$ cat config.mk
export PLATFORM = sky130hd
export DESIGN_NAME = ethRegsTop
export DESIGN_NICKNAME = d
export VERILOG_FILES = /design/src/mdioRegPkg.sv /design/src/axiLitePkg.sv /design/src/axiReqCapture.sv /design/src/regFileAccess.sv /design/src/axiRespDrive.sv /design/src/ethRegsTop.sv
export VERILOG_INCLUDE_DIRS = /design/src /design/src/src
export SDC_FILE = /design/constraint.sdc
export NUM_CORES = 1
export LEC_CHECK = 0
export BUFFER_PORTS_ARGS = -buffer_cell sky130_fd_sc_hd__buf_2
export CAP_MARGIN = 40
export CELL_PAD_IN_SITES_DETAIL_PLACEMENT = 1
export CELL_PAD_IN_SITES_GLOBAL_PLACEMENT = 2
export CORE_UTILIZATION = 40
export CTS_BUF_LIST = sky130_fd_sc_hd__clkbuf_16
export CTS_CLUSTER_DIAMETER = 120
export CTS_CLUSTER_SIZE = 20
export DETAILED_ROUTE_END_ITERATION = 16
export PLACE_DENSITY_LB_ADDON = 0.1
export SYNTH_ARGS = -nofsm -noshare
export SYNTH_HDL_FRONTEND = slang
export SYNTH_HIERARCHICAL = 1
export SYNTH_SLANG_ARGS = --single-unit
$ cat constraint.sdc
create_clock -name AXI_Clk -period 2.72 [get_ports AXI_Clk]
set_input_delay 0.136 -clock AXI_Clk [delete_from_list [all_inputs] [get_ports AXI_Clk]]
set_output_delay 0.136 -clock AXI_Clk [all_outputs]
set_load 0.01 [all_outputs]
$ cat src/ethRegs_defs.svh
// widths, register map indexes and MDIO control field positions, included by packages and RTL
`ifndef ETH_REGS_DEFS_SVH
`define ETH_REGS_DEFS_SVH

// ==================================================
// bus and data widths
// ==================================================
`define ETH_AXI_DATA_W 32
`define ETH_AXI_ADDR_W 32
// word-aligned address bits that pick a register
`define ETH_REG_IDX_LO 2
`define ETH_REG_IDX_HI 7
// one MDIO register
`define ETH_PHY_DATA_W 16

// ==================================================
// register map
// ==================================================
// read-only PHY shadows, same numbers as the MDIO register space
`define ETH_IDX_PHY_CTRL     6'd0
`define ETH_IDX_PHY_STAT     6'd1
`define ETH_IDX_PHY_IDENT1   6'd2
`define ETH_IDX_PHY_IDENT2   6'd3
`define ETH_IDX_PHY_ANA      6'd4
`define ETH_IDX_PHY_ANLP     6'd5
`define ETH_IDX_PHY_ANE      6'd6
// vendor-specific block
`define ETH_IDX_PHY_MODE     6'd17
`define ETH_IDX_PHY_SPECMD   6'd18
`define ETH_IDX_PHY_SYMERR   6'd26
`define ETH_IDX_PHY_INDC     6'd27
`define ETH_IDX_PHY_INTSRC   6'd29
`define ETH_IDX_PHY_INTMSK   6'd30
`define ETH_IDX_PHY_SPECCTRL 6'd31
// processor-writable user registers
`define ETH_IDX_USR_CTRL     6'd32
`define ETH_IDX_USR_WDATA    6'd33

// ==================================================
// MDIO control register fields
// ==================================================
`define ETH_CTRL_EN_BIT        0
`define ETH_CTRL_WR_BIT        1
`define ETH_CTRL_PHYADDR_LO    2
`define ETH_CTRL_PHYADDR_HI    6
`define ETH_CTRL_REGADDR_LO    7
`define ETH_CTRL_REGADDR_HI    11

`endif

$ cat src/mdioRegPkg.sv
// types of the register map and the MDIO side, imported by the register file and bus package
`include "ethRegs_defs.svh"

package mdioRegPkg;

  // ==================================================
  // index and field types
  // ==================================================
  // register index, taken from address bits 7:2
  typedef logic [`ETH_REG_IDX_HI-`ETH_REG_IDX_LO:0] regIdx_t;

  // PHY and MDIO register address fields of the control word
  typedef logic [`ETH_CTRL_PHYADDR_HI-`ETH_CTRL_PHYADDR_LO:0] phyAddr_t;
  typedef logic [`ETH_CTRL_REGADDR_HI-`ETH_CTRL_REGADDR_LO:0] mdioRegAddr_t;

  // contents of one MDIO register
  typedef logic [`ETH_PHY_DATA_W-1:0] phyData_t;

  // ==================================================
  // MDIO command and status words
  // ==================================================
  // command to the management engine, unpacked from the user registers
  typedef struct packed {
    mdioRegAddr_t regAddr;
    phyAddr_t     phyAddr;
    // 1 = write, 0 = read
    logic         isWrite;
    // starts a transaction while high
    logic         enable;
    phyData_t     wrData;
  } mdioCmd_t;

  // one PHY register value coming back from the engine
  typedef struct packed {
    logic     valid;
    regIdx_t  index;
    phyData_t data;
  } mdioStatus_t;

endpackage

$ cat src/axiLitePkg.sv
// bus-side types: AXI4-Lite words, request and response records and the accept FSM states
`include "ethRegs_defs.svh"

package axiLitePkg;
  import mdioRegPkg::*;

  typedef logic [`ETH_AXI_DATA_W-1:0] axiData_t;
  typedef logic [`ETH_AXI_ADDR_W-1:0] axiAddr_t;
  typedef logic [1:0]                 axiResp_t;

  // only response this block ever gives
  localparam axiResp_t RespOkay = 2'b00;

  // stage 1 -> stage 2
  typedef struct packed {
    logic     isWrite;
    regIdx_t  index;
    axiData_t wdata;
  } regReq_t;

  // stage 2 -> stage 3
  typedef struct packed {
    logic     isWrite;
    axiData_t rdata;
  } regRsp_t;

  typedef enum logic [1:0] {reqIdle, reqAccept, reqBusy} reqState_e;

endpackage

$ cat src/axiReqCapture.sv
// stage 1 of the register block: accepts one AXI4-Lite write or read and issues a register request
`timescale 1ns/1ns
`include "ethRegs_defs.svh"

module axiReqCapture (
  input  logic                 AXI_Clk,
  input  logic                 rst,
  // write address and write data
  input  logic                 awvalid,
  output logic                 awready,
  input  axiLitePkg::axiAddr_t awaddr,
  input  logic                 wvalid,
  output logic                 wready,
  input  axiLitePkg::axiData_t wdata,
  // read address
  input  logic                 arvalid,
  output logic                 arready,
  input  axiLitePkg::axiAddr_t araddr,
  // response taken by the master, from stage 3
  input  logic                 rspDone,
  output axiLitePkg::regReq_t  regReq,
  output logic                 reqValid
);
  import axiLitePkg::*;

  reqState_e state;
  logic      wrWins;

  // write needs both channels; beats a read in the same cycle
  assign wrWins = awvalid && wvalid;

  // ==================================================
  // accept FSM
  // ==================================================
  always_ff @(posedge AXI_Clk) begin
    if (rst) begin
      state    <= reqIdle;
      awready  <= 1'b0;
      wready   <= 1'b0;
      arready  <= 1'b0;
      reqValid <= 1'b0;
    end else begin
      // readies and reqValid only pulse
      awready  <= 1'b0;
      wready   <= 1'b0;
      arready  <= 1'b0;
      reqValid <= 1'b0;
      case (state)
        reqIdle: begin
          if (wrWins) begin
            awready <= 1'b1;
            wready  <= 1'b1;
            state   <= reqAccept;
          end else if (arvalid) begin
            arready <= 1'b1;
            state   <= reqAccept;
          end
        end
        reqAccept: begin
          // bus handshake completes on this edge
          reqValid <= 1'b1;
          state    <= reqBusy;
        end
        reqBusy: begin
          // hold off new requests until the response is gone
          if (rspDone) begin
            state <= reqIdle;
          end
        end
        default: begin
          state <= reqIdle;
        end
      endcase
    end
  end

  // request payload
  // sampled in idle, master keeps it stable until the handshake
  always_ff @(posedge AXI_Clk) begin
    if (state == reqIdle) begin
      regReq.isWrite <= wrWins;
      regReq.index   <= wrWins ? awaddr[`ETH_REG_IDX_HI:`ETH_REG_IDX_LO]
                               : araddr[`ETH_REG_IDX_HI:`ETH_REG_IDX_LO];
      regReq.wdata   <= wdata;
    end
  end

  // ready pulses only while the FSM sits in accept
  assert property (@(posedge AXI_Clk) disable iff (rst)
    (awready || arready) |-> state == reqAccept);

  // address and data channels of a write are taken together
  assert property (@(posedge AXI_Clk) disable iff (rst) awready == wready);

endmodule

$ cat src/regFileAccess.sv
// stage 2 of the register block: user registers, PHY shadows and read mux, one response per request
`timescale 1ns/1ns
`include "ethRegs_defs.svh"

module regFileAccess (
  input  logic                    AXI_Clk,
  input  logic                    rst,
  input  axiLitePkg::regReq_t     regReq,
  input  logic                    reqValid,
  input  mdioRegPkg::mdioStatus_t mdioStatus,
  output axiLitePkg::regRsp_t     regRsp,
  output logic                    rspValid,
  output mdioRegPkg::mdioCmd_t    mdioCmd
);
  import axiLitePkg::*;
  import mdioRegPkg::*;

  localparam int         NumPhyRegs = 14;
  // slot code for anything that is not a PHY shadow
  localparam logic [3:0] NoSlot     = 4'hF;

  axiData_t   usrCtrl;
  axiData_t   usrWdata;
  phyData_t   phyShadow [NumPhyRegs];
  logic [3:0] statusSlot;
  logic [3:0] readSlot;
  axiData_t   readData;

  // sparse PHY index -> dense shadow slot
  function automatic logic [3:0] phySlot(input regIdx_t idx);
    case (idx)
      `ETH_IDX_PHY_CTRL:     phySlot = 4'd0;
      `ETH_IDX_PHY_STAT:     phySlot = 4'd1;
      `ETH_IDX_PHY_IDENT1:   phySlot = 4'd2;
      `ETH_IDX_PHY_IDENT2:   phySlot = 4'd3;
      `ETH_IDX_PHY_ANA:      phySlot = 4'd4;
      `ETH_IDX_PHY_ANLP:     phySlot = 4'd5;
      `ETH_IDX_PHY_ANE:      phySlot = 4'd6;
      `ETH_IDX_PHY_MODE:     phySlot = 4'd7;
      `ETH_IDX_PHY_SPECMD:   phySlot = 4'd8;
      `ETH_IDX_PHY_SYMERR:   phySlot = 4'd9;
      `ETH_IDX_PHY_INDC:     phySlot = 4'd10;
      `ETH_IDX_PHY_INTSRC:   phySlot = 4'd11;
      `ETH_IDX_PHY_INTMSK:   phySlot = 4'd12;
      `ETH_IDX_PHY_SPECCTRL: phySlot = 4'd13;
      default:               phySlot = NoSlot;
    endcase
  endfunction

  assign statusSlot = phySlot(mdioStatus.index);
  assign readSlot   = phySlot(regReq.index);

  // ==================================================
  // PHY shadows, loaded by the management engine only
  // ==================================================
  always_ff @(posedge AXI_Clk) begin
    if (rst) begin
      for (int i = 0; i < NumPhyRegs; i++) begin
        phyShadow[i] <= '0;
      end
    end else if (mdioStatus.valid && statusSlot != NoSlot) begin
      // each shadow takes only its own index
      phyShadow[statusSlot] <= mdioStatus.data;
    end
  end

  // ==================================================
  // user registers, bus writes elsewhere are dropped
  // ==================================================
  always_ff @(posedge AXI_Clk) begin
    if (rst) begin
      usrCtrl  <= '0;
      usrWdata <= '0;
    end else if (reqValid && regReq.isWrite) begin
      if (regReq.index == `ETH_IDX_USR_CTRL) begin
        usrCtrl <= regReq.wdata;
      end
      if (regReq.index == `ETH_IDX_USR_WDATA) begin
        usrWdata <= regReq.wdata;
      end
    end
  end

  // read mux, unmapped reads as zero
  always_comb begin
    if (readSlot != NoSlot) begin
      readData = {{(`ETH_AXI_DATA_W-`ETH_PHY_DATA_W){1'b0}}, phyShadow[readSlot]};
    end else if (regReq.index == `ETH_IDX_USR_CTRL) begin
      readData = usrCtrl;
    end else if (regReq.index == `ETH_IDX_USR_WDATA) begin
      readData = usrWdata;
    end else begin
      readData = '0;
    end
  end

  // one response per request, a cycle later
  always_ff @(posedge AXI_Clk) begin
    if (rst) begin
      rspValid <= 1'b0;
    end else begin
      rspValid <= reqValid;
    end
  end

  always_ff @(posedge AXI_Clk) begin
    if (reqValid) begin
      regRsp.isWrite <= regReq.isWrite;
      regRsp.rdata   <= regReq.isWrite ? '0 : readData;
    end
  end

  // MDIO command fields straight from the user registers
  assign mdioCmd.regAddr = usrCtrl[`ETH_CTRL_REGADDR_HI:`ETH_CTRL_REGADDR_LO];
  assign mdioCmd.phyAddr = usrCtrl[`ETH_CTRL_PHYADDR_HI:`ETH_CTRL_PHYADDR_LO];
  assign mdioCmd.isWrite = usrCtrl[`ETH_CTRL_WR_BIT];
  assign mdioCmd.enable  = usrCtrl[`ETH_CTRL_EN_BIT];
  assign mdioCmd.wrData  = usrWdata[`ETH_PHY_DATA_W-1:0];

  // no request is ever lost or duplicated on the way to stage 3
  assert property (@(posedge AXI_Clk) disable iff (rst) rspValid == $past(reqValid));

endmodule

$ cat src/axiRespDrive.sv
// stage 3 of the register block: drives the AXI4-Lite B or R channel and holds it until accepted
`timescale 1ns/1ns

module axiRespDrive (
  input  logic                 AXI_Clk,
  input  logic                 rst,
  input  axiLitePkg::regRsp_t  regRsp,
  input  logic                 rspValid,
  // write response
  output logic                 bvalid,
  input  logic                 bready,
  output axiLitePkg::axiResp_t bresp,
  // read data
  output logic                 rvalid,
  input  logic                 rready,
  output axiLitePkg::axiResp_t rresp,
  output axiLitePkg::axiData_t rdata,
  // frees stage 1
  output logic                 rspDone
);
  import axiLitePkg::*;

  logic bDone;
  logic rDone;

  assign bDone = bvalid && bready;
  assign rDone = rvalid && rready;

  // ==================================================
  // valid flags, held under back-pressure
  // ==================================================
  always_ff @(posedge AXI_Clk) begin
    if (rst) begin
      bvalid  <= 1'b0;
      rvalid  <= 1'b0;
      rspDone <= 1'b0;
    end else begin
      rspDone <= bDone || rDone;
      if (rspValid && regRsp.isWrite) begin
        bvalid <= 1'b1;
      end else if (bDone) begin
        bvalid <= 1'b0;
      end
      if (rspValid && !regRsp.isWrite) begin
        rvalid <= 1'b1;
      end else if (rDone) begin
        rvalid <= 1'b0;
      end
    end
  end

  // read word, frozen while rvalid waits
  always_ff @(posedge AXI_Clk) begin
    if (rspValid && !regRsp.isWrite) begin
      rdata <= regRsp.rdata;
    end
  end

  // no error cases in this map
  assign bresp = RespOkay;
  assign rresp = RespOkay;

  // single transaction in flight
  assert property (@(posedge AXI_Clk) disable iff (rst) !(bvalid && rvalid));

  assert property (@(posedge AXI_Clk) disable iff (rst)
    (rvalid && !rready) |=> $stable(rdata));

endmodule

$ cat src/ethRegsTop.sv
// top of the Ethernet PHY management register block: AXI4-Lite slave, MDIO command and status
`timescale 1ns/1ns

module ethRegsTop (
  input  logic                    AXI_Clk,
  input  logic                    rst,
  // AXI4-Lite write side
  input  logic                    awvalid,
  output logic                    awready,
  input  axiLitePkg::axiAddr_t    awaddr,
  input  logic                    wvalid,
  output logic                    wready,
  input  axiLitePkg::axiData_t    wdata,
  output logic                    bvalid,
  input  logic                    bready,
  output axiLitePkg::axiResp_t    bresp,
  // AXI4-Lite read side
  input  logic                    arvalid,
  output logic                    arready,
  input  axiLitePkg::axiAddr_t    araddr,
  output logic                    rvalid,
  input  logic                    rready,
  output axiLitePkg::axiData_t    rdata,
  output axiLitePkg::axiResp_t    rresp,
  // management engine
  output mdioRegPkg::mdioCmd_t    mdioCmd,
  input  mdioRegPkg::mdioStatus_t mdioStatus
);
  import axiLitePkg::*;

  // stage links
  regReq_t regReq;
  logic    reqValid;
  regRsp_t regRsp;
  logic    rspValid;
  logic    rspDone;

  // ==================================================
  // capture -> access -> response
  // ==================================================
  axiReqCapture i_reqCapture (
    .AXI_Clk  (AXI_Clk),
    .rst      (rst),
    .awvalid  (awvalid),
    .awready  (awready),
    .awaddr   (awaddr),
    .wvalid   (wvalid),
    .wready   (wready),
    .wdata    (wdata),
    .arvalid  (arvalid),
    .arready  (arready),
    .araddr   (araddr),
    .rspDone  (rspDone),
    .regReq   (regReq),
    .reqValid (reqValid)
  );

  regFileAccess i_regFile (
    .AXI_Clk    (AXI_Clk),
    .rst        (rst),
    .regReq     (regReq),
    .reqValid   (reqValid),
    .mdioStatus (mdioStatus),
    .regRsp     (regRsp),
    .rspValid   (rspValid),
    .mdioCmd    (mdioCmd)
  );

  axiRespDrive i_respDrive (
    .AXI_Clk  (AXI_Clk),
    .rst      (rst),
    .regRsp   (regRsp),
    .rspValid (rspValid),
    .bvalid   (bvalid),
    .bready   (bready),
    .bresp    (bresp),
    .rvalid   (rvalid),
    .rready   (rready),
    .rresp    (rresp),
    .rdata    (rdata),
    .rspDone  (rspDone)
  );

endmodule

==> results.py <==
metrics = {
    "run_status": {
        "status": "completed",
    },
    "synthesis": {
        "ys_seq_area_share_pct": 64.7,
        "ys_warn_count": 6,
        "syn_area_um2": 18300,
        "synthCells": 1552,
        "synth_edf_count": 345,
        "syn_area_per_cell_um2": 11.8,
        "async_reset_ff_share_pct": 0,
        "synth_ff_type": "edfxtp_1",
        "ys_ff_latch": 418,
        "synth.distinct_cells": 69,
    },
    "detailed_routing": {
        "drc": 0,
        "drtPass1Iterations": 4,
        "via_per_inst": 5.21,
        "ant_nets": 0,
        "wl_um": 49600,
        "avgRoutedWirePerCell_um": 21.3,
        "drtIter0Drc": 594,
        "num_vias": 12200,
    },
    "clock_network": {
        "clock-sinks": 418,
        "clk_pin_slew_ns": 0.09,
        "cts_root_buf": "clkbuf_16",
        "cts_tree": "yes",
        "cts_buffer_depth": 3,
        "ctsHtreeMaxLevel": 1,
        "insertion_delay_ns": 0.56,
        "cts_buffers": 24,
    },
    "setup_path": {
        "max_stage_delay_ns": 0.56,
        "arrival_ns": 2.88,
        "crit_fanout": 11,
        "crit_slowest_cell": "or4b_1",
        "crit_path_start_kind": "flop",
        "path_cells": "nor2_1, a31oi_4, a21oi_4, buf_12, buf_4, nand2_1, a21oi_1, or4b_1, nor4b_2",
        "r2r_setup_slack_ns": 0.14,
        "cp-end-kind": "flop",
        "critPathKind": "flop to flop",
        "cp_data_required_time_ns": 3.02,
    },
    "grt": {
        "grt_util_all_layers_pct": 21.4,
        "first_global_vias": 12700,
        "grt_pass1_wl_um": 76400,
        "overflow": 0,
        "antenna_found_initial": 1,
        "grt_max_degree": 63,
    },
    "final_layout": {
        "area_growth_pct": 15.7,
        "final_cells": 2332,
        "drive_above_1_share_pct": 17.0,
        "nets": 1856,
        "n_antenna_cell": 0,
        "final_core_util_pct": 47.4,
        "design_area_um2": 21200,
        "final_cell_mix": "edfxtp_1, nand2_1, and2_1",
        "fillers": 4703,
        "layout_commonest_cell": "edfxtp_1",
    },
    "timing": {
        "finalSetupViolations": 0,
        "slew_headroom_pct": 58.7,
        "hold_ws_ns": 0.0959,
        "fin_ws_ns": 0.140,
        "maxSlewViolCount": 0,
        "clock_skew_ns": 0.00849,
        "period_needed_ns": 2.58,
        "worst_pin_slew_ns": 0.619,
        "setup_tns_ns": 0,
        "final-hold-violation-count": 0,
        "final.period_utilization_pct": 94.8,
        "max_freq_ghz": 0.388,
        "rsz0062_at_grt": "no",
    },
    "placed_design": {
        "pre_cts_ws_ns": 0.0116,
        "portBuffers": 138,
        "placedCellCount": 2225,
        "placed_area_um2": 19800,
        "dp_hpwl_um": 32300,
        "gp_congestion": 0.808,
    },
    "die": {
        "die_h_um": 216,
        "io_pins": 195,
        "die_w_um": 216,
        "start_util_pct": 41.0,
        "core_um2": 44600,
        "die-area_um2": 46600,
        "rows": 77,
    },
    "power": {
        "ir_drop_mv": 0.471,
        "power.total_mw": 12.8,
        "power_density_nw_per_um2": 603,
        "p_leak_nw": 7.98,
    },
    "worst_hold_path": {
        "hp-class": "input port to flop",
    },
    "flow_run": {
        "drv_cap": 0,
    },
}
## worst paths after layout
| kind | from | endpoint | cells past startpoint |
|---|---|---|---|
| setup / recovery | i_reqCapture/regReq[34] | i_regFile/regRsp[14] | 9 |
| hold / removal | rst | i_respDrive/rspDone | 3 |
| setup reg to reg | i_reqCapture/regReq[34] | i_regFile/regRsp[14] | 9 |
| hold reg to reg | i_regFile/regRsp[13] | i_respDrive/rdata[13] | 0 |
## flip-flops by register name (all words and copies together), names as in the netlist
signal / count
i_regFile/usrCtrl: 32
i_respDrive/bvalid: 1
i_respDrive/rdata: 32
i_reqCapture/wready: 1
i_regFile/rspValid: 1
i_regFile/usrWdata: 32
i_regFile/regRsp: 33
i_reqCapture/reqValid: 1
i_respDrive/rvalid: 1
i_reqCapture/arready: 1
i_regFile/phyShadow: 241
i_respDrive/rspDone: 1
i_reqCapture/regReq: 39
i_reqCapture/state: 2
## synthesized netlist by cell type, types with 5 or more instances
library cell    n  share of area [%]
mux2_4          6               0.49
nand2_1       269                5.5
nand3_1        33               0.90
a22oi_1        15               0.62
a31oi_1        21               0.72
and2_1        161                5.5
nor2_1         68                1.4
buf_4          39                1.6
and3_1         68                2.3
mux2i_1        70                3.8
a32oi_1        13               0.62
nand2b_1        7               0.24
nand4_1        12               0.41
a21o_1          5               0.21
buf_2          33               0.90
o211ai_1       15               0.62
o21ai_0        22               0.60
edfxtp_1      345                 57
or3_1           5               0.17
a21oi_1        90                2.5
nor3_1         14               0.38
or2_2          12               0.41
dfxtp_1        73                8.0
clkbuf_1       75                1.5
inv_1           6               0.12
## metal layers
layer / track usage [%] / share of wire [%] / vias to the layer above
li1: - / - / 5785
met1: 28.4 / 46 / 6157
met2: 38.1 / 50 / 172
met3: 2.28 / 2.8 / 36
met4: 3.48 / 1.3 / 0
met5: 0 / 0 / -
## final cells by class
class | count | area, µm² | share of cell area (%)
Tap cell | 592 | 741 | 3.50
Multi-Input combinational cell | 993 | 5780 | 27.3
Clock buffer | 25 | 626 | 2.96
Timing Repair Buffer | 287 | 2120 | 10.0
Sequential cell | 418 | 11800 | 55.9
Inverter | 6 | 22.5 | 0.106
Clock inverter | 11 | 41.3 | 0.195
## critical path: cells and delay by family (launching register included)
family / cells / cell delay (ns)
flops: 1 / 0.54
buf+inv: 2 / 0.31
simple gates: 4 / 0.96
compound gates: 3 / 0.50
## cell families after synthesis
family / Yosys count / synth area share, %
xor+xnor: 4 / 0.192
buf+inv: 160 / 4.48
flops: 418 / 64.7
mux: 76 / 4.33
simple gates: 681 / 18.9
compound gates: 211 / 7.40
other cells: 2 / 0.0411
## power by group
| part | leakage [nW] | total (mW) | internal (mW) | switching [mW] |
|---|---|---|---|---|
| Sequential | 3.87 | 7.38 | 7.25 | 0.134 |
| Clock | 0.363 | 3.70 | 1.65 | 2.05 |
| Combinational | 3.75 | 1.68 | 0.634 | 1.05 |
## what timing repair did
action	CTS	global route
endpoints found under the setup margin	2	16
hold buffers	66	0
gates resized for setup	1	5
pin swaps	0	1
endpoints found under the hold margin	61	0
setup buffers	0	5
(Power assumes the default switching activity.)
